$ cat src/common/nmcu_pkg.sv
`default_nettype none

package nmcu_pkg;

    // memory bus
    localparam int addr_width = 16;
    localparam int data_width = 32;

    // activation store, one tile side at most 15 words
    localparam int max_dim = 15;
    localparam int dim_width = 4;

    typedef logic [addr_width-1:0] addr_t;

    // activations are signed words
    typedef logic signed [data_width-1:0] data_word_t;

    // tile side or row/column index
    typedef logic [dim_width-1:0] dim_t;

endpackage

`default_nettype wire

$ cat src/common/layer_pkg.sv
`default_nettype none

package layer_pkg;

    // conv still decodes but is skipped
    typedef enum logic [1:0] {
        kind_nop  = 2'd0,
        kind_conv = 2'd1,
        kind_maxp = 2'd2,
        kind_relu = 2'd3
    } layer_kind_t;

    localparam int max_descs = 8;

    typedef logic [$clog2(max_descs)-1:0] desc_idx_t;

    // descriptor word fields, bits 31:10 reserved
    localparam int kind_lsb = 0;
    localparam int width_lsb = 2;
    localparam int height_lsb = 6;

endpackage

`default_nettype wire

$ cat src/common/layer_if.sv
`timescale 1ns/10ps
`default_nettype none

interface layer_if;
    import nmcu_pkg::*;
    import layer_pkg::*;

    // current descriptor and present tile size
    layer_kind_t kind;
    logic last;
    dim_t tile_w;
    dim_t tile_h;

    // table fill and layer sequencing
    logic desc_load;
    data_word_t desc_word;
    logic layer_step;
    logic run;
    logic busy;
    logic layer_done;

    // activation store port, read data one cycle late
    logic acc_we;
    dim_t acc_row;
    dim_t acc_col;
    data_word_t acc_wdata;
    data_word_t acc_rdata;

    modport decode (
        input desc_load, desc_word, layer_step,
        output kind, last, tile_w, tile_h
    );

    modport ctrl (
        input kind, last, tile_w, tile_h, busy, layer_done, acc_rdata,
        output desc_load, desc_word, layer_step, run,
        output acc_we, acc_row, acc_col, acc_wdata
    );

    modport exec (
        input kind, tile_w, tile_h, run, acc_we, acc_row, acc_col, acc_wdata,
        output busy, layer_done, acc_rdata
    );

endinterface

`default_nettype wire

$ cat src/decode/desc_decode.sv
`timescale 1ns/10ps
`default_nettype none

module desc_decode (
    input wire clk,
    input wire rst,
    layer_if.decode lyr
);
    import nmcu_pkg::*;
    import layer_pkg::*;

    data_word_t desc_tab [max_descs];
    desc_idx_t wr_idx;
    desc_idx_t rd_idx;
    data_word_t cur;
    layer_kind_t load_kind;

    // filling covers the fetch phase, fill_end flags the final entry written
    logic filling;
    logic fill_end;

    assign cur = desc_tab[rd_idx];
    assign lyr.kind = layer_kind_t'(cur[kind_lsb +: $bits(layer_kind_t)]);
    assign load_kind = layer_kind_t'(lyr.desc_word[kind_lsb +: $bits(layer_kind_t)]);

    assign lyr.last = filling ? fill_end
                              : (lyr.kind == kind_nop) ||
                                (rd_idx == desc_idx_t'(max_descs - 1));

    always_ff @(posedge clk) begin
        if (lyr.desc_load) begin
            desc_tab[wr_idx] <= lyr.desc_word;
        end
    end

    always_ff @(posedge clk or posedge rst) begin
        if (rst) begin
            wr_idx <= '0;
            rd_idx <= '0;
            filling <= 1'b0;
            fill_end <= 1'b0;
            lyr.tile_w <= '0;
            lyr.tile_h <= '0;
        end else begin
            fill_end <= 1'b0;
            if (lyr.desc_load) begin
                wr_idx <= wr_idx + 1'b1;
                filling <= 1'b1;
                fill_end <= (load_kind == kind_nop) ||
                            (wr_idx == desc_idx_t'(max_descs - 1));
                // only entry zero carries the starting size
                if (wr_idx == '0) begin
                    lyr.tile_w <= lyr.desc_word[width_lsb +: dim_width];
                    lyr.tile_h <= lyr.desc_word[height_lsb +: dim_width];
                end
            end else if (fill_end) begin
                filling <= 1'b0;
            end

            if (lyr.layer_step) begin
                if (lyr.kind == kind_maxp) begin
                    lyr.tile_w <= lyr.tile_w >> 1;
                    lyr.tile_h <= lyr.tile_h >> 1;
                end
                // rewind for the next start
                if (lyr.last) begin
                    rd_idx <= '0;
                    wr_idx <= '0;
                end else begin
                    rd_idx <= rd_idx + 1'b1;
                end
            end
        end
    end

endmodule

`default_nettype wire

$ cat src/flat_wrapper.sv
// flat-port wrapper written by rule: the top's interface ports become plain ports
module desc_decode_flat import nmcu_pkg::*; import layer_pkg::*;
  (clk, rst, lyr_desc_load, lyr_desc_word, lyr_layer_step, lyr_kind, lyr_last, lyr_tile_w, lyr_tile_h);
  layer_if lyr_i ();
  input wire clk;
  input wire rst;
  input wire logic [$bits(lyr_i.desc_load)-1:0] lyr_desc_load;
  input wire logic [$bits(lyr_i.desc_word)-1:0] lyr_desc_word;
  input wire logic [$bits(lyr_i.layer_step)-1:0] lyr_layer_step;
  output wire logic [$bits(lyr_i.kind)-1:0] lyr_kind;
  output wire logic [$bits(lyr_i.last)-1:0] lyr_last;
  output wire logic [$bits(lyr_i.tile_w)-1:0] lyr_tile_w;
  output wire logic [$bits(lyr_i.tile_h)-1:0] lyr_tile_h;
  assign lyr_i.desc_load = lyr_desc_load;
  assign lyr_i.desc_word = lyr_desc_word;
  assign lyr_i.layer_step = lyr_layer_step;
  assign lyr_kind = lyr_i.kind;
  assign lyr_last = lyr_i.last;
  assign lyr_tile_w = lyr_i.tile_w;
  assign lyr_tile_h = lyr_i.tile_h;
  desc_decode u_core (.clk(clk), .rst(rst), .lyr(lyr_i));
endmodule
$ cat config.mk
export PLATFORM = sky130hd
export DESIGN_NAME = desc_decode_flat
export DESIGN_NICKNAME = d
export VERILOG_FILES = /design/src/common/nmcu_pkg.sv /design/src/common/layer_pkg.sv /design/src/common/layer_if.sv /design/src/decode/desc_decode.sv /design/src/flat_wrapper.sv
export SDC_FILE = /design/constraint.sdc
export NUM_CORES = 1
export LEC_CHECK = 0
export ABC_AREA = 1
export BUFFER_PORTS_ARGS = -buffer_cell sky130_fd_sc_hd__buf_2
export CORE_ASPECT_RATIO = 1.5
export CORE_MARGIN = 3
export CORE_UTILIZATION = 40
export CTS_CLUSTER_SIZE = 20
export DETAILED_ROUTE_END_ITERATION = 8
export PLACE_DENSITY = 0.67
export SLEW_MARGIN = 10
export SYNTH_ARGS = -nofsm -noshare
export SYNTH_HDL_FRONTEND = slang
export SYNTH_SLANG_ARGS = --single-unit
export TNS_END_PERCENT = 50
$ cat constraint.sdc
create_clock -name clk -period 1.5 [get_ports clk]
set_clock_uncertainty 0.2 [all_clocks]
set_input_delay 0.225 -clock clk [delete_from_list [all_inputs] [get_ports clk]]
set_output_delay 0.225 -clock clk [all_outputs]
set_load 0.005 [all_outputs]
==> results.py <==
metrics = {
    "global_routing": {
        "grt_max_degree": 17,
        "grt-ovfl-total": 0,
        "grt_pass1_vias": 1220,
        "grt_antenna_before_repair": 0,
        "grtUsageTotal_pct": 14.2,
        "grt_pass1_wl_mm": 5.22,
    },
    "synthesis": {
        "yosys_register_bits": 32,
        "netlist_area_mm2": 0.00161,
        "yosysUniqueCellTypes": 18,
        "synth_fp_nets": 223,
        "syn_inst": 182,
        "seq_area_frac_synth_pct": 54.7,
        "yosys_warnings": 0,
        "synthFlopType": "edfxtp_1",
        "async_flop_share_pct": 50.0,
        "synth_area_leaders": "edfxtp_1 30%, dfrtp_1 25%, nand2_1 15%, inv_1 7.5%, mux2_2 4.2%",
        "synth_edf_count": 16,
        "synth_area_leader_cell": "edfxtp_1",
        "synth.avg_cell_area_um2": 8.85,
        "yosys.area.top_type_share_pct": 29.8,
    },
    "clock_network": {
        "clk_pin_slew_ns": 0.07,
        "cts_buffers": 5,
        "cts_tree": "built",
        "cts-htree-levels": 2,
        "root_buffer": "clkbuf_8",
        "cts_sinks": 32,
        "insertion_delay_ns": 0.28,
        "clockBufferDepth": 2,
    },
    "timing": {
        "slew_viol_final": 0,
        "rsz0062_at_grt": "true",
        "clock.fmax_ghz": 0.506,
        "tightestPinTransition_ns": 0.229,
        "max-slew-margin-rel_pct": 84.5,
        "finalHoldWorstSlack_ns": 0.0192,
        "finalWorstSetupSlack_ns": -0.477,
        "period_needed_ns": 1.98,
        "setup_viol_count_final": 17,
        "period_share_pct": 132,
        "finalHoldViolations": 0,
        "fin_tns_setup_ns": -4.31,
    },
    "final_layout": {
        "nets": 271,
        "final_common_cell": "nand2_1",
        "area_delta_synth_final_pct": 34.0,
        "drive_gt1_share_pct": 40.7,
        "mostFrequentLayoutCells": "50 x nand2_1, 30 x inv_1, 23 x buf_2",
        "num_antenna_cells": 0,
    },
    "routing": {
        "wirelength_mm": 3.04,
        "routedWlPerCell_um": 11.1,
        "drt-pass1-iter-count": 4,
        "drc_errors": 0,
        "final_antenna_net_count": 0,
        "dr_total_vias": 1257,
        "via_per_inst": 4.59,
        "first_iter_violations": 15,
    },
    "worst_setup_path": {
        "required_ns": 1.07,
        "crit_chain": "ha_2, ha_1, nor2_2, nand2_2, nand2_2, inv_2, buf_2",
        "path_class": "reg2out",
        "max_stage_delay_ns": 0.47,
        "critical_path.most_common_cell": "nand2_2",
        "cp_max_fo": 7,
        "worstPathArrival_ns": 1.55,
        "critPathLaunchType": "flip-flop",
        "worst_setup_path_end_kind": "output port",
        "slowest_stage": "dfrtp_2",
    },
    "power_and_ir_drop": {
        "power.density_mw_per_mm2": 1710,
        "ir_worst_vdd_uv": 993,
        "power_leakage_nw": 1.11,
        "fin_total_pwr_mw": 3.68,
    },
    "status": {
        "violations": "setup timing",
        "outcome": "finished with violations",
    },
    "die": {
        "ios": 47,
        "rows": 27,
        "start_util_pct": 42.6,
        "die_h_um": 83.7,
        "die_area_mm2": 0.00484,
        "die_w_um": 57.8,
        "core_mm2": 0.00378,
    },
    "place": {
        "gp_congestion": 0.780,
        "port_buffers": 24,
        "dp_hpwl_mm": 2.19,
    },
    "flow_run": {
        "max_cap_violations": 0,
    },
    "hold_path": {
        "hp-class": "in2reg",
    },
}
## Yosys cell counts (2+ instances only)
library cell,n
a21oi_1,2
dfrtp_1,16
edfxtp_1,16
ha_1,5
inv_1,32
inv_2,2
mux2_2,6
nand2_1,63
nand2_2,3
nand3_1,9
nand3_2,4
nand4_1,2
nor2_1,16
o21ai_0,2
## registers in the layout, indices dropped and copies added, names as in the netlist
| signal | cells |
|---|---|
| u_core.wr_idx | 3 |
| u_core.filling | 1 |
| u_core.lyr.tile_w | 4 |
| u_core.fill_end | 1 |
| u_core.lyr.tile_h | 4 |
| u_core.desc_tab | 16 |
| u_core.rd_idx | 3 |
## power by group
| part | switching [mW] | total [mW] | internal (mW) |
|---|---|---|---|
| Sequential | 0.150 | 1.30 | 1.15 |
| Combinational | 0.840 | 1.66 | 0.823 |
| Clock | 0.300 | 0.725 | 0.425 |
## area by class of cell
| class | instances | area [um2] |
|---|---|---|
| fill | 350 | 1620 |
| timing repair buffer | 43 | 285 |
| tap | 43 | 53.8 |
| multi-input combinational | 113 | 693 |
| clock buffer | 7 | 97.6 |
| clock inverter | 1 | 5.00 |
| inverter | 35 | 141 |
| sequential | 32 | 883 |
## kinds of logic after synthesis
family	Yosys count	share of synthesized area, %
AND/OR/NAND/NOR	98	26.7
buffers and inverters	37	9.32
flip-flops	32	54.7
multiplexers	6	4.19
adder cells (fa/ha/maj)	5	3.88
AO/OA/AOI/OAI	4	1.24
## worst max-delay path: cells and delay by family (launching register included)
| kind | cells | cell delay, ns |
|---|---|---|
| DFF | 1 | 0.47 |
| buffers and inverters | 2 | 0.14 |
| and+or+nand+nor | 3 | 0.28 |
| adders and majority gates | 2 | 0.38 |
## timing repair
item,CTS,global route
setup buffers,6,1
gates resized for setup,9,26
setup endpoints to repair,17,17
endpoints found under the hold margin,17,0
hold buffers,2,0
gates cloned,0,0
pin swaps,9,11
## metal layers
layer	global-route usage (%)	share of wire (%)
met1	15.5	41
met5	0	0
met4	9.92	3.4
met2	23.4	53
met3	3.56	2.8
## stage by stage
step	cells	worst slack [ns]	util [%]	area (um2)
final	274	-0.477	57.1	2160
after global routing	274	-0.564	57.1	2160
after CTS	276	-0.440	55.1	2080
after detailed placement	260	-0.217	49.9	1890
after global placement	260	-0.199	49.9	1890
after floorplan	182	-0.00661	-	1630
## worst paths after layout
path | from | end | slack [ns] | cells past startpoint
min in group asynchronous | rst | u_core.lyr.tile_w[0] | 0.30 | 4
worst max-delay path | u_core.rd_idx[0] | lyr_last | -0.48 | 7
worst min-delay path | lyr_desc_word[5] | u_core.lyr.tile_w[3] | 0.02 | 3
max in group asynchronous | rst | u_core.rd_idx[1] | 0.60 | 4
worst min register to register | u_core.lyr.tile_w[2] | u_core.lyr.tile_w[1] | 0.29 | 2
worst max register to register | u_core.rd_idx[0] | u_core.rd_idx[0] | -0.28 | 12
Power figures use the tool's default switching activity.
