$ cat src/common/nmcu_pkg.sv
`default_nettype none

package nmcu_pkg;

    // memory bus
    localparam int addr_width = 16;
    localparam int data_width = 32;

    // activation store, one tile side at most 15 words
    localparam int max_dim = 15;
    localparam int dim_width = 4;

    typedef logic [addr_width-1:0] addr_t;

    // activations are signed words
    typedef logic signed [data_width-1:0] data_word_t;

    // tile side or row/column index
    typedef logic [dim_width-1:0] dim_t;

endpackage

`default_nettype wire

$ cat src/common/layer_pkg.sv
`default_nettype none

package layer_pkg;

    // conv still decodes but is skipped
    typedef enum logic [1:0] {
        kind_nop  = 2'd0,
        kind_conv = 2'd1,
        kind_maxp = 2'd2,
        kind_relu = 2'd3
    } layer_kind_t;

    localparam int max_descs = 8;

    typedef logic [$clog2(max_descs)-1:0] desc_idx_t;

    // descriptor word fields, bits 31:10 reserved
    localparam int kind_lsb = 0;
    localparam int width_lsb = 2;
    localparam int height_lsb = 6;

endpackage

`default_nettype wire

$ cat src/common/layer_if.sv
`timescale 1ns/10ps
`default_nettype none

interface layer_if;
    import nmcu_pkg::*;
    import layer_pkg::*;

    // current descriptor and present tile size
    layer_kind_t kind;
    logic last;
    dim_t tile_w;
    dim_t tile_h;

    // table fill and layer sequencing
    logic desc_load;
    data_word_t desc_word;
    logic layer_step;
    logic run;
    logic busy;
    logic layer_done;

    // activation store port, read data one cycle late
    logic acc_we;
    dim_t acc_row;
    dim_t acc_col;
    data_word_t acc_wdata;
    data_word_t acc_rdata;

    modport decode (
        input desc_load, desc_word, layer_step,
        output kind, last, tile_w, tile_h
    );

    modport ctrl (
        input kind, last, tile_w, tile_h, busy, layer_done, acc_rdata,
        output desc_load, desc_word, layer_step, run,
        output acc_we, acc_row, acc_col, acc_wdata
    );

    modport exec (
        input kind, tile_w, tile_h, run, acc_we, acc_row, acc_col, acc_wdata,
        output busy, layer_done, acc_rdata
    );

endinterface

`default_nettype wire

$ cat src/hdl/nmcu_ctrl.sv
`timescale 1ns/10ps
`default_nettype none

module nmcu_ctrl (
    input wire clk,
    input wire rst,
    input wire start,
    input wire nmcu_pkg::addr_t desc_addr,
    input wire nmcu_pkg::addr_t input_addr,
    input wire nmcu_pkg::addr_t output_addr,
    input wire nmcu_pkg::dim_t full_input_width,
    input wire nmcu_pkg::data_word_t mem_rdata,
    input wire ready,
    output logic done,
    output logic mem_sel,
    output logic mem_w,
    output nmcu_pkg::addr_t mem_addr,
    output nmcu_pkg::data_word_t mem_wdata,
    layer_if.ctrl lyr
);
    import nmcu_pkg::*;
    import layer_pkg::*;

    typedef enum logic [2:0] {
        st_idle,
        st_fetch,
        st_load,
        st_run,
        st_write,
        st_done
    } state_t;

    state_t state;
    dim_t row;
    dim_t col;
    addr_t addr_ptr;
    logic waiting;
    logic primed;
    logic final_wr;

    logic xfer_done;
    logic tile_empty;
    logic row_end;
    logic tile_end;
    logic runnable;

    assign xfer_done = mem_sel && ready;
    assign tile_empty = (lyr.tile_w == '0) || (lyr.tile_h == '0);
    assign row_end = col == lyr.tile_w - 1'b1;
    assign tile_end = row_end && (row == lyr.tile_h - 1'b1);
    assign runnable = (lyr.kind == kind_maxp) || (lyr.kind == kind_relu);

    // fetched words go straight from the bus into table and store
    assign lyr.desc_load = (state == st_fetch) && xfer_done;
    assign lyr.desc_word = mem_rdata;
    assign lyr.acc_we = (state == st_load) && xfer_done;
    assign lyr.acc_row = row;
    assign lyr.acc_col = col;
    assign lyr.acc_wdata = mem_rdata;

    // nop and conv entries are stepped over without running
    assign lyr.run = (state == st_run) && !waiting && !lyr.busy && runnable;
    assign lyr.layer_step = (state == st_run) &&
                            (waiting ? lyr.layer_done : (!lyr.busy && !runnable));

    always_ff @(posedge clk or posedge rst) begin
        if (rst) begin
            state <= st_idle;
            done <= 1'b0;
            mem_sel <= 1'b0;
            mem_w <= 1'b0;
            mem_addr <= '0;
            mem_wdata <= '0;
            row <= '0;
            col <= '0;
            addr_ptr <= '0;
            waiting <= 1'b0;
            primed <= 1'b0;
            final_wr <= 1'b0;
        end else if (mem_sel) begin
            // request held until ready, then one cycle with select low
            if (ready) begin
                mem_sel <= 1'b0;
                mem_w <= 1'b0;
                if (state == st_load) begin
                    if (tile_end) begin
                        state <= st_run;
                    end else if (row_end) begin
                        col <= '0;
                        row <= row + 1'b1;
                        addr_ptr <= addr_ptr + addr_t'(full_input_width);
                    end else begin
                        col <= col + 1'b1;
                    end
                end else if (state == st_write && final_wr) begin
                    state <= st_done;
                    done <= 1'b1;
                end
            end
        end else begin
            case (state)
                st_idle, st_done: begin
                    if (start) begin
                        state <= st_fetch;
                        done <= 1'b0;
                        mem_sel <= 1'b1;
                        mem_addr <= desc_addr;
                    end
                end

                st_fetch: begin
                    if (lyr.last) begin
                        state <= st_load;
                        row <= '0;
                        col <= '0;
                        addr_ptr <= input_addr;
                    end else begin
                        mem_sel <= 1'b1;
                        mem_addr <= mem_addr + 1'b1;
                    end
                end

                // addr_ptr holds the start of the current input row
                st_load: begin
                    if (tile_empty) begin
                        state <= st_run;
                    end else begin
                        mem_sel <= 1'b1;
                        mem_addr <= addr_ptr + addr_t'(col);
                    end
                end

                st_run: begin
                    if (lyr.run) begin
                        waiting <= 1'b1;
                    end
                    if (lyr.layer_step) begin
                        waiting <= 1'b0;
                        if (lyr.last) begin
                            state <= st_write;
                            row <= '0;
                            col <= '0;
                            primed <= 1'b0;
                            addr_ptr <= output_addr;
                        end
                    end
                end

                // store is read one word ahead of the bus write
                st_write: begin
                    if (!primed) begin
                        if (tile_empty) begin
                            state <= st_done;
                            done <= 1'b1;
                        end else begin
                            primed <= 1'b1;
                        end
                    end else begin
                        mem_sel <= 1'b1;
                        mem_w <= 1'b1;
                        mem_wdata <= lyr.acc_rdata;
                        mem_addr <= addr_ptr;
                        addr_ptr <= addr_ptr + 1'b1;
                        final_wr <= tile_end;
                        if (row_end && !tile_end) begin
                            col <= '0;
                            row <= row + 1'b1;
                        end else if (!row_end) begin
                            col <= col + 1'b1;
                        end
                    end
                end

                default: state <= st_idle;
            endcase
        end
    end

endmodule

`default_nettype wire

$ cat src/flat_wrapper.sv
// flat-port wrapper written by rule: the top's interface ports become plain ports
module nmcu_ctrl_flat import nmcu_pkg::*; import layer_pkg::*;
  (clk, rst, start, desc_addr, input_addr, output_addr, full_input_width, mem_rdata, ready, done, mem_sel, mem_w, mem_addr, mem_wdata, lyr_kind, lyr_last, lyr_tile_w, lyr_tile_h, lyr_busy, lyr_layer_done, lyr_acc_rdata, lyr_desc_load, lyr_desc_word, lyr_layer_step, lyr_run, lyr_acc_we, lyr_acc_row, lyr_acc_col, lyr_acc_wdata);
  layer_if lyr_i ();
  input wire clk;
  input wire rst;
  input wire start;
  input wire nmcu_pkg::addr_t desc_addr;
  input wire nmcu_pkg::addr_t input_addr;
  input wire nmcu_pkg::addr_t output_addr;
  input wire nmcu_pkg::dim_t full_input_width;
  input wire nmcu_pkg::data_word_t mem_rdata;
  input wire ready;
  output logic done;
  output logic mem_sel;
  output logic mem_w;
  output nmcu_pkg::addr_t mem_addr;
  output nmcu_pkg::data_word_t mem_wdata;
  input wire logic [$bits(lyr_i.kind)-1:0] lyr_kind;
  input wire logic [$bits(lyr_i.last)-1:0] lyr_last;
  input wire logic [$bits(lyr_i.tile_w)-1:0] lyr_tile_w;
  input wire logic [$bits(lyr_i.tile_h)-1:0] lyr_tile_h;
  input wire logic [$bits(lyr_i.busy)-1:0] lyr_busy;
  input wire logic [$bits(lyr_i.layer_done)-1:0] lyr_layer_done;
  input wire logic [$bits(lyr_i.acc_rdata)-1:0] lyr_acc_rdata;
  output wire logic [$bits(lyr_i.desc_load)-1:0] lyr_desc_load;
  output wire logic [$bits(lyr_i.desc_word)-1:0] lyr_desc_word;
  output wire logic [$bits(lyr_i.layer_step)-1:0] lyr_layer_step;
  output wire logic [$bits(lyr_i.run)-1:0] lyr_run;
  output wire logic [$bits(lyr_i.acc_we)-1:0] lyr_acc_we;
  output wire logic [$bits(lyr_i.acc_row)-1:0] lyr_acc_row;
  output wire logic [$bits(lyr_i.acc_col)-1:0] lyr_acc_col;
  output wire logic [$bits(lyr_i.acc_wdata)-1:0] lyr_acc_wdata;
  assign lyr_i.kind = lyr_kind;
  assign lyr_i.last = lyr_last;
  assign lyr_i.tile_w = lyr_tile_w;
  assign lyr_i.tile_h = lyr_tile_h;
  assign lyr_i.busy = lyr_busy;
  assign lyr_i.layer_done = lyr_layer_done;
  assign lyr_i.acc_rdata = lyr_acc_rdata;
  assign lyr_desc_load = lyr_i.desc_load;
  assign lyr_desc_word = lyr_i.desc_word;
  assign lyr_layer_step = lyr_i.layer_step;
  assign lyr_run = lyr_i.run;
  assign lyr_acc_we = lyr_i.acc_we;
  assign lyr_acc_row = lyr_i.acc_row;
  assign lyr_acc_col = lyr_i.acc_col;
  assign lyr_acc_wdata = lyr_i.acc_wdata;
  nmcu_ctrl u_core (.clk(clk), .rst(rst), .start(start), .desc_addr(desc_addr), .input_addr(input_addr), .output_addr(output_addr), .full_input_width(full_input_width), .mem_rdata(mem_rdata), .ready(ready), .done(done), .mem_sel(mem_sel), .mem_w(mem_w), .mem_addr(mem_addr), .mem_wdata(mem_wdata), .lyr(lyr_i));
endmodule
$ cat config.mk
export PLATFORM = sky130hd
export DESIGN_NAME = nmcu_ctrl_flat
export DESIGN_NICKNAME = d
export VERILOG_FILES = /design/src/common/nmcu_pkg.sv /design/src/common/layer_pkg.sv /design/src/common/layer_if.sv /design/src/hdl/nmcu_ctrl.sv /design/src/flat_wrapper.sv
export SDC_FILE = /design/constraint.sdc
export NUM_CORES = 1
export LEC_CHECK = 0
export ABC_AREA = 1
export BUFFER_PORTS_ARGS = -buffer_cell sky130_fd_sc_hd__buf_2
export CELL_PAD_IN_SITES_DETAIL_PLACEMENT = 0
export CELL_PAD_IN_SITES_GLOBAL_PLACEMENT = 2
export CORE_MARGIN = 2
export CORE_UTILIZATION = 27
export DETAILED_ROUTE_END_ITERATION = 12
export GPL_TIMING_DRIVEN = 0
export PLACE_DENSITY_LB_ADDON = 0.1
export REMOVE_ABC_BUFFERS = 1
export SLEW_MARGIN = 20
export SYNTH_ARGS = -nofsm -noshare
export SYNTH_HDL_FRONTEND = slang
export SYNTH_SLANG_ARGS = --single-unit
$ cat constraint.sdc
create_clock -name clk -period 7.2 [get_ports clk]
set_clock_uncertainty 0.2 [all_clocks]
set_input_delay 1.08 -clock clk [delete_from_list [all_inputs] [get_ports clk]]
set_output_delay 1.08 -clock clk [all_outputs]
set_load 0.005 [all_outputs]
==> key figures, run 1 <==
STA
  • Highest Clock Rate: a little over 300 MHz
  • Fin. max-slew vios: 0
  • Final Hold Fails: 0
  • RSZ-0062 raised after global routing: no
  • Period utilisation layout: between 40 and 50%
  • Clock period minus final worst setup slack: between 3000 and 4000 ps
  • Setup TNS: 0 ps
  • WHS: about 270 ps
  • Least-Margin Pin Slew: 870.6 ps
  • Final setup vio count: 0
  • Worst relative slew slack: 41.90%

Placed design
  • Dpl cells: 1419
  • Detailed placement HPWL: 19060 um
  • GPL Wtd Cong: between 0.7 and 0.8
  • IO Port Bufs: approximately 160

Setup path
  • CP Launch Type: flop
  • Worst reg-to-reg setup slack: between 3000 and 4000 ps
  • Required @ worst endpoint: about 7200 ps
  • Crit-path cells: inv_2 > nand3_4 > nor2_1 > inv_2 > nor2_4 > inv_2 > nand2_1 > o21ai_0
  • CP Buf/Inv Count: 3
  • Max incr delay on CP: roughly 600 ps
  • Worst EP arrival: 3250 ps
  • Crit path capture type: flop
  • Family with the most delay on the worst path: simple AND/OR/NAND/NOR gates
  • Setup CP Type: flop to flop
  • Slowest CP cell: nor2_4
  • Top cell by count, worst path: inv_2
  • CP max FO: 35

Yosys
  • Top cells by count, synth: 394 x nand2_1, 88 x inv_1, 85 x nand3_1, 81 x dfrtp_1, 73 x nor2_1
  • Top_reg_cell synth: dfrtp_1
  • Synthesis warning total: 0
  • Register area share after synthesis: between 30 and 40%
  • Cell Area, Synth: around 6600 um2
  • Distinct cells, synth: 42
  • Synth top area share: between 30% and 40%
  • Top-count cell post-synth: nand2_1
  • Syn Area/Cell: 6.424 um2
  • Yosys reg bits: between 80 and 90
  • Post-synth ARST share: 100.0%
  • Top cells by area, synth: dfrtp_1 31%, nand2_1 23%, buf_4 7.3%
  • Post-synth EDFFs: 0
  • Cells after synthesis: roughly 1000
  • Area leader, netlist: dfrtp_1

Clocking
  • CTS resizes: 0
  • Root buf cell: clkbuf_16
  • Clock transition at path regs: ~70 ps
  • Cts hold-fix bufs: 0
  • Clock sinks: 81
  • Htree depth: 3
  • Post-CTS Repair Setup Buffers: 0
  • CTS tree: built
  • Latest clock arrival within the worst-skew pair: about 360 ps
  • CTS Buf Count: 9
  • Worst-case clock buffer depth: 2

Layout
  • Area delta synth->final: 14.03%
  • Share of layout cells above drive strength 1: 18.99%
  • Multi-input logic area: 3538 um2
  • Non-filler cells, final: about 1400
  • Layout filler cell count: between 2000 and 3000
  • # nets final: around 1300
  • FF/Latch Area: between 2000 and 2500 um2

GRT
  • Pin count of the biggest net entering global routing: 47
  • GRT Overall Usage: 20.00%
  • Vias in the first global route: about 6600
  • Total grt overflow: 0
  • Global-route wire length before repair: approximately 40000 um
  • Initial antenna violation count: 3

Floorplanning
  • Initial core utilization: a little over a quarter
  • Die extent in x: 160.0 um
  • Rows: 57
  • Die ar.: approximately 26000 um2
  • CORE AREA: between 20000 and 25000 um2
  • # IOs: 260
  • DIE HEIGHT: about 160 um

Detailed routing
  • Initial DRC count: about 360
  • Post-route ant nets: 0
  • Post-route DRC: 0
  • Drt wl/cell: roughly 18 um
  • Top layer used by detailed routing: met5
  • Wirelength, routed: ~25000 um
  • Detailed Routing Iterations Pass 1: 6
  • Met3 routed WL: 2238 um
  • Vias per std cell: around 4.6
  • Vias: 6647
  • Met2 wire length: 10540 um
  • Met1 WL: 12190 um

Power
  • Peak VDD IR: around 120 uV
  • Power Density: between 300 and 400 nW/um2
  • Standby leakage power: between 3 and 4 nW

Status
  • Status: complete, no violations

Hold path
  • HP Class: flop to flop

Job
  • Max capacitance violation total: 0
## tightest hold or removal path, delay by kind of cell (launching register included)
family / cells / cell delay (ps)
AND/OR/NAND/NOR: 2 / 90
flip-flops: 1 / 340
## through the flow
step | setup slack [ps] | power, mW | util [%] | area (um2)
floorplan | 3840 | 1.878 | - | 5941
global placement | 2303 | 2.511 | 29.69 | 7157
detailed placement | 3667 | 2.507 | 29.84 | 7193
CTS | 3820 | 3.006 | 31.07 | 7488
global route | 3596 | 3.296 | 31.07 | 7488
finish | 3956 | 2.958 | 31.09 | 7493
## report_power, final
part	internal (mW)	switching (mW)
Combinational	0.541	0.999
Sequential	0.670	0.264
Clock	0.245	0.239
Total	1.46	1.50
## sequential cells by signal, summed over array words and instances, names as in the netlist
name,flops
u_core.mem_wdata,32
u_core.addr_ptr,16
u_core.mem_addr,16
u_core.lyr.acc_col,4
u_core.lyr.acc_row,4
u_core.state,3
u_core.done,1
u_core.final_wr,1
u_core.mem_sel,1
u_core.mem_w,1
u_core.primed,1
u_core.waiting,1
## worst paths after layout
check                                startpoint               endpoint  depth (start not counted)
max                             u_core.state[1]        u_core.final_wr                          8
min                        u_core.mem_wdata[17]   u_core.mem_wdata[17]                          2
max reg2reg                     u_core.state[1]        u_core.final_wr                          8
min reg2reg                u_core.mem_wdata[17]   u_core.mem_wdata[17]                          2
max in group asynchronous                   rst   u_core.mem_wdata[17]                          3
min in group asynchronous                   rst  u_core.lyr.acc_row[1]                          2
## layout make-up
cell class	count	share of cell area [%]
diodes	2	0.06679
clock buffers	9	3.006
clock inverters	7	0.9350
inverters	100	5.109
multi-input cells	751	47.22
flip-flops and latches	81	27.07
well taps	324	5.410
repair buffers	163	11.19
## logic make-up after synthesis
kind of cell / Yosys count / synth area share, %
AO/OA/AOI/OAI: 111 / 9.349
XOR/XNOR: 11 / 1.466
adder cells (fa/ha/maj): 17 / 3.465
buffers and inverters: 191 / 15.35
flip-flops: 81 / 30.85
AND/OR/NAND/NOR: 612 / 39.53
## cells in the final DEF, fill, tap and decap left out, types with 2 or more instances in the layout
cell type and count:
o211ai_1 7, diode_2 2, nor3_1 13, a22oi_1 2, clkinv_2 2, nand3_4 2
xor2_1 10, a21oi_1 27, nand3b_1 5, fa_1 2, o2111ai_1 4, nor2_1 72
nand3_1 85, nand4_1 24, or2_2 3, nor2_4 3, inv_2 10, ha_1 15
dfrtp_1 80, o21ai_1 6, inv_6 5, inv_1 87, nand2_1 394, nand2_2 2
a31oi_1 4, buf_2 162, o21ai_0 55, nor2_2 4, nand3_2 2, clkbuf_16 9
## layer usage
layer,up-vias,global-route usage (%)
li1,3391,-
met1,3019,27.45
met2,219,29.24
met3,12,8.701
met4,6,3.030
met5,-,4.167
Note: power is estimated with default switching activity, not from simulation.
==> run 2: changes to the inputs <==
--- a/config.mk
+++ b/config.mk
@@ -10,7 +10,7 @@
 export CELL_PAD_IN_SITES_DETAIL_PLACEMENT = 0
 export CELL_PAD_IN_SITES_GLOBAL_PLACEMENT = 2
 export CORE_MARGIN = 2
-export CORE_UTILIZATION = 27
+export CORE_UTILIZATION = 23
 export DETAILED_ROUTE_END_ITERATION = 12
 export GPL_TIMING_DRIVEN = 0
 export PLACE_DENSITY_LB_ADDON = 0.1
==> constraint.sdc (replaced) <==
create_clock -name clk -period 2.8 [get_ports clk]
set_clock_uncertainty 0.2 [all_clocks]
set_input_delay 0.42 -clock clk [delete_from_list [all_inputs] [get_ports clk]]
set_output_delay 0.42 -clock clk [all_outputs]
set_load 0.005 [all_outputs]
==> run 2 against run 1 <==
  * Clock power increased to 2.6 times the previous value
  * Register-to-register slack got worse by 3700 ps
  * Hold slack got worse by 220 ps
  * Final cell count is 4.0% higher
  * Clock-buffer cell count rose by 1
  * Routed wire length grew 5.5%
  * First-iteration DRC count down 19%
  * Via count up 0.35%
  * Critical path type unchanged
  * Largest power group unchanged
==> key figures, run 2 (synthesized netlist as in run 1, its figures left out) <==
Detailed routing
  • Drt wl/cell: 17.79 um
  • Post-route ant nets: 0
  • Wirelength, routed: 26590 um
  • Detailed Routing Iterations Pass 1: 5
  • Vias per std cell: 4.462
  • Post-route DRC: 0
  • Vias: roughly 6700
  • Initial DRC count: 290

STA
  • Final setup vio count: 0
  • RSZ-0062 raised after global routing: no
  • Setup TNS: 0 ps
  • Highest Clock Rate: approximately 390 MHz
  • Worst relative slew slack: between 50% and 60%
  • WHS: approximately 55 ps
  • Clock period minus final worst setup slack: between 2000 and 3000 ps
  • Final Hold Fails: 0
  • Least-Margin Pin Slew: 683.1 ps
  • Fin. max-slew vios: 0
  • Period utilisation layout: 92.57%

Setup path
  • Crit-path cells: nor2_1 > nand2_1 > inv_4 > nand2_1 > nand3_4 > clkinv_2 > o21ai_0 > o22ai_1
  • CP Buf/Inv Count: 2
  • Top cell by count, worst path: nand2_1
  • Worst reg-to-reg setup slack: roughly 210 ps
  • Worst Setup SP: u_core.state[2]
  • Max incr delay on CP: approximately 450 ps
  • Family with the most delay on the worst path: simple AND/OR/NAND/NOR gates
  • Setup CP Type: flop to flop
  • R2R depth: 8
  • Slowest CP cell: dfrtp_1
  • CP max FO: 18
  • Required @ worst endpoint: about 2800 ps
  • CP Launch Type: flop
  • Worst EP arrival: between 2000 and 3000 ps
  • R2R Path End: u_core.mem_addr[2]
  • Crit path capture type: flop
  • FF-to-FF Start: u_core.state[2]

Layout
  • Share of layout cells above drive strength 1: 20.07%
  • # nets final: about 1300
  • Area delta synth->final: 16.58%
  • Largest Register: u_core.mem_wdata
  • Biggest regs: u_core.mem_wdata x32, u_core.addr_ptr x16, u_core.mem_addr x16
  • Max reg flops: 32
  • Fin area: 7661 um2
  • Non-filler cells, final: between 1000 and 1500
  • Commonest cells after routing, fill and taps aside: 390 x nand2_1, 162 x buf_2, 86 x inv_1
  • Most common cell after layout, fill and taps aside: nand2_1
  • Layout Utilization: a little over a quarter

GRT
  • Pin count of the biggest net entering global routing: between 50 and 60
  • Initial antenna violation count: 5
  • GR peak layer: met2
  • Met3 GRT Util: between 7 and 8%
  • Global Route met1 Usage: 24.29%
  • Global-route wire length before repair: slightly above 40000 um
  • Total grt overflow: 0
  • Vias in the first global route: roughly 6600
  • GRT Overall Usage: between 10% and 20%
  • Grt met2 use: between 20% and 30%

Clocking
  • Clock sinks: 81
  • Worst-case clock buffer depth: 2
  • CTS Buf Count: 9
  • Latest clock arrival within the worst-skew pair: ~360 ps
  • Clock transition at path regs: 80 ps
  • Htree depth: 3
  • CTS tree: built
  • Root buf cell: clkbuf_16

Hold path
  • Hold EP: u_core.mem_wdata[29]
  • HP Class: input port to flop
  • Min-delay src: lyr_acc_rdata[29]
  • Worst Hold Path Cells: 3

Placed design
  • Detailed placement HPWL: a little under 20000 um
  • IO Port Bufs: ~160
  • Post-Place Cell Area: 7261 um2
  • GPL Wtd Cong: slightly below 0.8
  • Dpl cells: 1473

Floorplanning
  • # IOs: 260
  • Initial core utilization: between 20% and 30%
  • Rows: between 60 and 70
  • Die extent in x: 173.0 um
  • CORE AREA: 27930 um2
  • DIE HEIGHT: between 150 and 200 um
  • Die ar.: approximately 30000 um2

Power
  • Standby leakage power: between 3 and 4 nW
  • Peak VDD IR: 346.6 uV
  • Power Density: 1016 nW/um2

Job
  • Max capacitance violation total: 0

Status
  • Status: complete, no violations
## run 2: cell count changes in the layout (fill, tap and decap cells not counted), moves of 2 or more
| cell | previous run | this run |
|---|---|---|
| inv_2 | 10 | 7 |
| nand2_1 | 394 | 390 |
| dfrtp_1 | 80 | 78 |
| inv_4 | 0 | 3 |
| nor2_4 | 3 | 5 |
| nand2_2 | 2 | 6 |
## run 2: layout make-up
type / count / area [um2]
Antenna cell: 1 / 2.502
Sequential cell: 81 / 2033
Clock buffer: 10 / 239.0
Multi-Input combinational cell: 752 / 3580
Tap cell: 378 / 473.0
Inverter: 100 / 397.9
Timing Repair Buffer: 166 / 875.8
Timing Repair inverter: 1 / 5.005
Fill cell: 3242 / 20270
Clock inverter: 6 / 55.05
## run 2: power by group
part / switching (mW) / internal (mW) / leakage [nW]
clock: 0.598 / 0.649 / 0.146
sequential: 0.695 / 1.73 / 1.00
combinational: 2.66 / 1.45 / 2.84
## run 2: worst max-delay path by stage
stage,slack [ps],to,cells after the start
after floorplan,100,u_core.addr_ptr[0],1
after global placement,-1570,u_core.mem_addr[3],2
after detailed placement,-640,u_core.final_wr,8
after CTS,20,u_core.addr_ptr[13],9
after global routing,20,u_core.mem_addr[8],7
final,210,u_core.mem_addr[2],8
## run 2: worst min-delay path: stages
cell,delay [ps]
buf_2,70
nand2_1,40
nand2_1,50
## run 2: per-stage QoR
stage | setup WS (ps) | power, mW
2_1_floorplan | 99.91 | 4.830
3_3_place_gp | -1566 | 6.520
3_5_place_dp | -639.4 | 6.502
4_1_cts | 17.26 | 7.883
5_1_grt | 16.30 | 8.630
6_report | 208.1 | 7.782
## run 2: timing repair
| item | in CTS | in global routing |
|---|---|---|
| hold buffers | 1 | 0 |
| setup buffers | 1 | 1 |
| hold endpoints to repair | 29 | 0 |
| setup endpoints to repair | 72 | 27 |
| resized for setup | 10 | 8 |
| pin swaps | 1 | 1 |
| gates cloned | 2 | 0 |
## run 2: layer usage
metal / routed length (um) / share of wire (%)
met3: 2345 / 8.8
met1: 12990 / 49
met5: 99 / 0.37
met4: 200 / 0.75
met2: 10960 / 41
==> run 3: changes to the inputs <==
--- a/config.mk
+++ b/config.mk
@@ -9,7 +9,6 @@
 export BUFFER_PORTS_ARGS = -buffer_cell sky130_fd_sc_hd__buf_2
 export CELL_PAD_IN_SITES_DETAIL_PLACEMENT = 0
 export CELL_PAD_IN_SITES_GLOBAL_PLACEMENT = 2
-export CORE_MARGIN = 2
 export CORE_UTILIZATION = 23
 export DETAILED_ROUTE_END_ITERATION = 12
 export GPL_TIMING_DRIVEN = 0
==> run 3 against run 2 <==
  * Critical path depth stayed put
  * Clock-buffer cell count is the same
  * Final cell count grew 0.20%
  * First-iteration DRC count grew 37%
  * Critical endpoint unchanged
  * Die area fell by 2.3%
  * Largest cell class unchanged
==> key figures, run 3 (synthesized netlist as in run 1, its figures left out) <==
Status
  • Status: complete, no violations

Floorplanning
  • # IOs: 260
  • CORE AREA: 27930 um2
  • DIE HEIGHT: 171.0 um
  • Initial core utilization: 23.52%
  • Die ar.: ~29000 um2
  • Die extent in x: 171.0 um
  • Rows: between 60 and 70

Setup path
  • Slowest CP cell: dfrtp_1
  • Crit-path cells: nor2_1 > nand2_2 > inv_4 > nand2_1 > nand3_4 > clkinv_2 > o21ai_0 > o22ai_1
  • Setup CP Type: flop to flop
  • Required @ worst endpoint: 2840 ps
  • Crit path capture type: flop
  • CP Buf/Inv Count: 2
  • Family with the most delay on the worst path: simple AND/OR/NAND/NOR gates
  • CP max FO: 18
  • Worst EP arrival: around 2600 ps
  • Max incr delay on CP: 530 ps
  • CP Launch Type: flop

Power
  • Peak VDD IR: roughly 300 uV
  • Int Pwr: roughly 3.9 mW
  • Combinational Power Share: 52.7%
  • Power Density: between 1000 and 1500 nW/um2
  • Sequential power share: 30.8%
  • Sw power: about 4 mW
  • Clock Power Share: 16.5%
  • Sw Share: approximately 51%
  • Standby leakage power: 4.002 nW

GRT
  • GRT Overall Usage: 18.43%
  • Vias in the first global route: approximately 6500
  • Global-route wire length before repair: 40120 um
  • Total grt overflow: 0
  • Initial antenna violation count: 3
  • Pin count of the biggest net entering global routing: between 50 and 60

Detailed routing
  • Vias per std cell: roughly 4.4
  • Post-route ant nets: 0
  • Initial DRC count: between 300 and 400
  • Met3 routed WL: approximately 2400 um
  • Met2 wire length: 11150 um
  • Drt wl/cell: about 18 um
  • Wirelength, routed: approximately 27000 um
  • Met1 WL: roughly 13000 um
  • Top layer used by detailed routing: met5
  • Post-route DRC: 0
  • Detailed Routing Iterations Pass 1: 5
  • Vias: between 6000 and 7000

Clocking
  • Latest clock arrival within the worst-skew pair: 360 ps
  • CTS tree: built
  • Clock transition at path regs: approximately 80 ps
  • Root buf cell: clkbuf_16
  • Htree depth: 3
  • Worst-case clock buffer depth: 2
  • CTS Buf Count: 9
  • Clock sinks: just over 80

STA
  • Least-Margin Pin Slew: between 700 and 800 ps
  • Final Hold Fails: 0
  • Final setup vio count: 0
  • Highest Clock Rate: between 300 and 400 MHz
  • Clock period minus final worst setup slack: 2588 ps
  • Worst relative slew slack: 50.45%
  • Period utilisation layout: a little over 90%
  • Fin. max-slew vios: 0
  • Setup TNS: 0 ps
  • Final worst setup slack: ~210 ps
  • RSZ-0062 raised after global routing: yes

Layout
  • Max reg flops: 32
  • Largest Register: u_core.mem_wdata
  • Share of layout cells above drive strength 1: 20.04%
  • Area delta synth->final: 17.17%
  • Layout filler cell count: about 3300
  • FF/Latch Area: a little over 2000 um2
  • Layout Utilization: approximately 28%
  • # nets final: 1263
  • Biggest regs: u_core.mem_wdata x32, u_core.addr_ptr x16, u_core.mem_addr x16
  • Most common cell after layout, fill and taps aside: nand2_1
  • Commonest cells after routing, fill and taps aside: 389 x nand2_1, 162 x buf_2, 86 x inv_1
  • Multi-input logic area: between 3000 and 4000 um2

Job
  • Max capacitance violation total: 0

Placed design
  • Setup WS pre-CTS: -707.9 ps
  • GPL Wtd Cong: between 0.7 and 0.8
  • Detailed placement HPWL: slightly below 20000 um
  • IO Port Bufs: about 160

Hold path
  • HP Class: input port to flop
## run 3: cell count changes in the layout (fill, tap and decap cells not counted), moves of 2 or more
cell,previous run,this run
dfrtp_1,78,80
dfrtp_2,2,0
inv_6,6,3
clkinv_4,1,3
## run 3: final timing paths
| path | cells after the start | slack, ps | end | from |
|---|---|---|---|---|
| max | 8 | 210 | u_core.mem_addr[2] | u_core.state[2] |
| min | 3 | 50 | u_core.mem_wdata[12] | lyr_acc_rdata[12] |
| max reg2reg | 8 | 210 | u_core.mem_addr[2] | u_core.state[2] |
| min reg2reg | 2 | 270 | u_core.mem_wdata[27] | u_core.mem_wdata[27] |
| max in group asynchronous | 4 | 1390 | u_core.mem_sel | rst |
| min in group asynchronous | 3 | 380 | u_core.mem_wdata[5] | rst |
## run 3: through the flow
stage | instance area, um2 | hold slack, ps | total power, mW | cells
3_3_place_gp | 7224 | 247.7 | 6.506 | 1472
4_1_cts | 7626 | 38.13 | 7.910 | 1493
6_report | 7700 | 53.95 | 7.889 | 1498
2_1_floorplan | 5941 | 253.4 | 4.830 | 932
5_1_grt | 7695 | 40.68 | 8.717 | 1496
3_5_place_dp | 7261 | 225.5 | 6.480 | 1473
## run 3: repair_timing
item,in CTS,in global routing
cloned,2,1
pin swaps,1,2
hold endpoints to repair,28,0
setup endpoints to repair,70,38
resized for setup,10,9
hold buffers,1,0
buffers inserted,1,2
## run 3: tightest hold or removal path: cells and delay by family
| kind | cells | cell delay (ps) |
|---|---|---|
| AND/OR/NAND/NOR | 2 | 90 |
| buffers and inverters | 1 | 70 |
## run 3: metal layers
layer	GRT usage [%]	vias to the layer above
met5	2.435	-
met4	2.989	4
met3	7.957	11
met2	26.92	217
met1	24.98	2999
li1	-	3407
## run 3: power groups by stage
| stage | clock network [mW] | registers [mW] | logic, mW |
|---|---|---|---|
| 6_report | 1.30 | 2.43 | 4.16 |
| 5_1_grt | 1.39 | 2.53 | 4.80 |
| 4_1_cts | 1.35 | 2.42 | 4.14 |
| 3_5_place_dp | 0 | 2.42 | 4.06 |
| 3_3_place_gp | 0 | 2.43 | 4.08 |
| 2_1_floorplan | 0 | 2.27 | 2.56 |
## run 3: layout make-up
class | count | area share, %
Timing Repair inverter | 1 | 0.06500
Multi-Input combinational cell | 753 | 46.75
Antenna cell | 2 | 0.06500
Clock inverter | 6 | 0.9912
Timing Repair Buffer | 167 | 11.47
Tap cell | 378 | 6.142
Inverter | 100 | 5.167
Sequential cell | 81 | 26.37
Clock buffer | 10 | 2.974
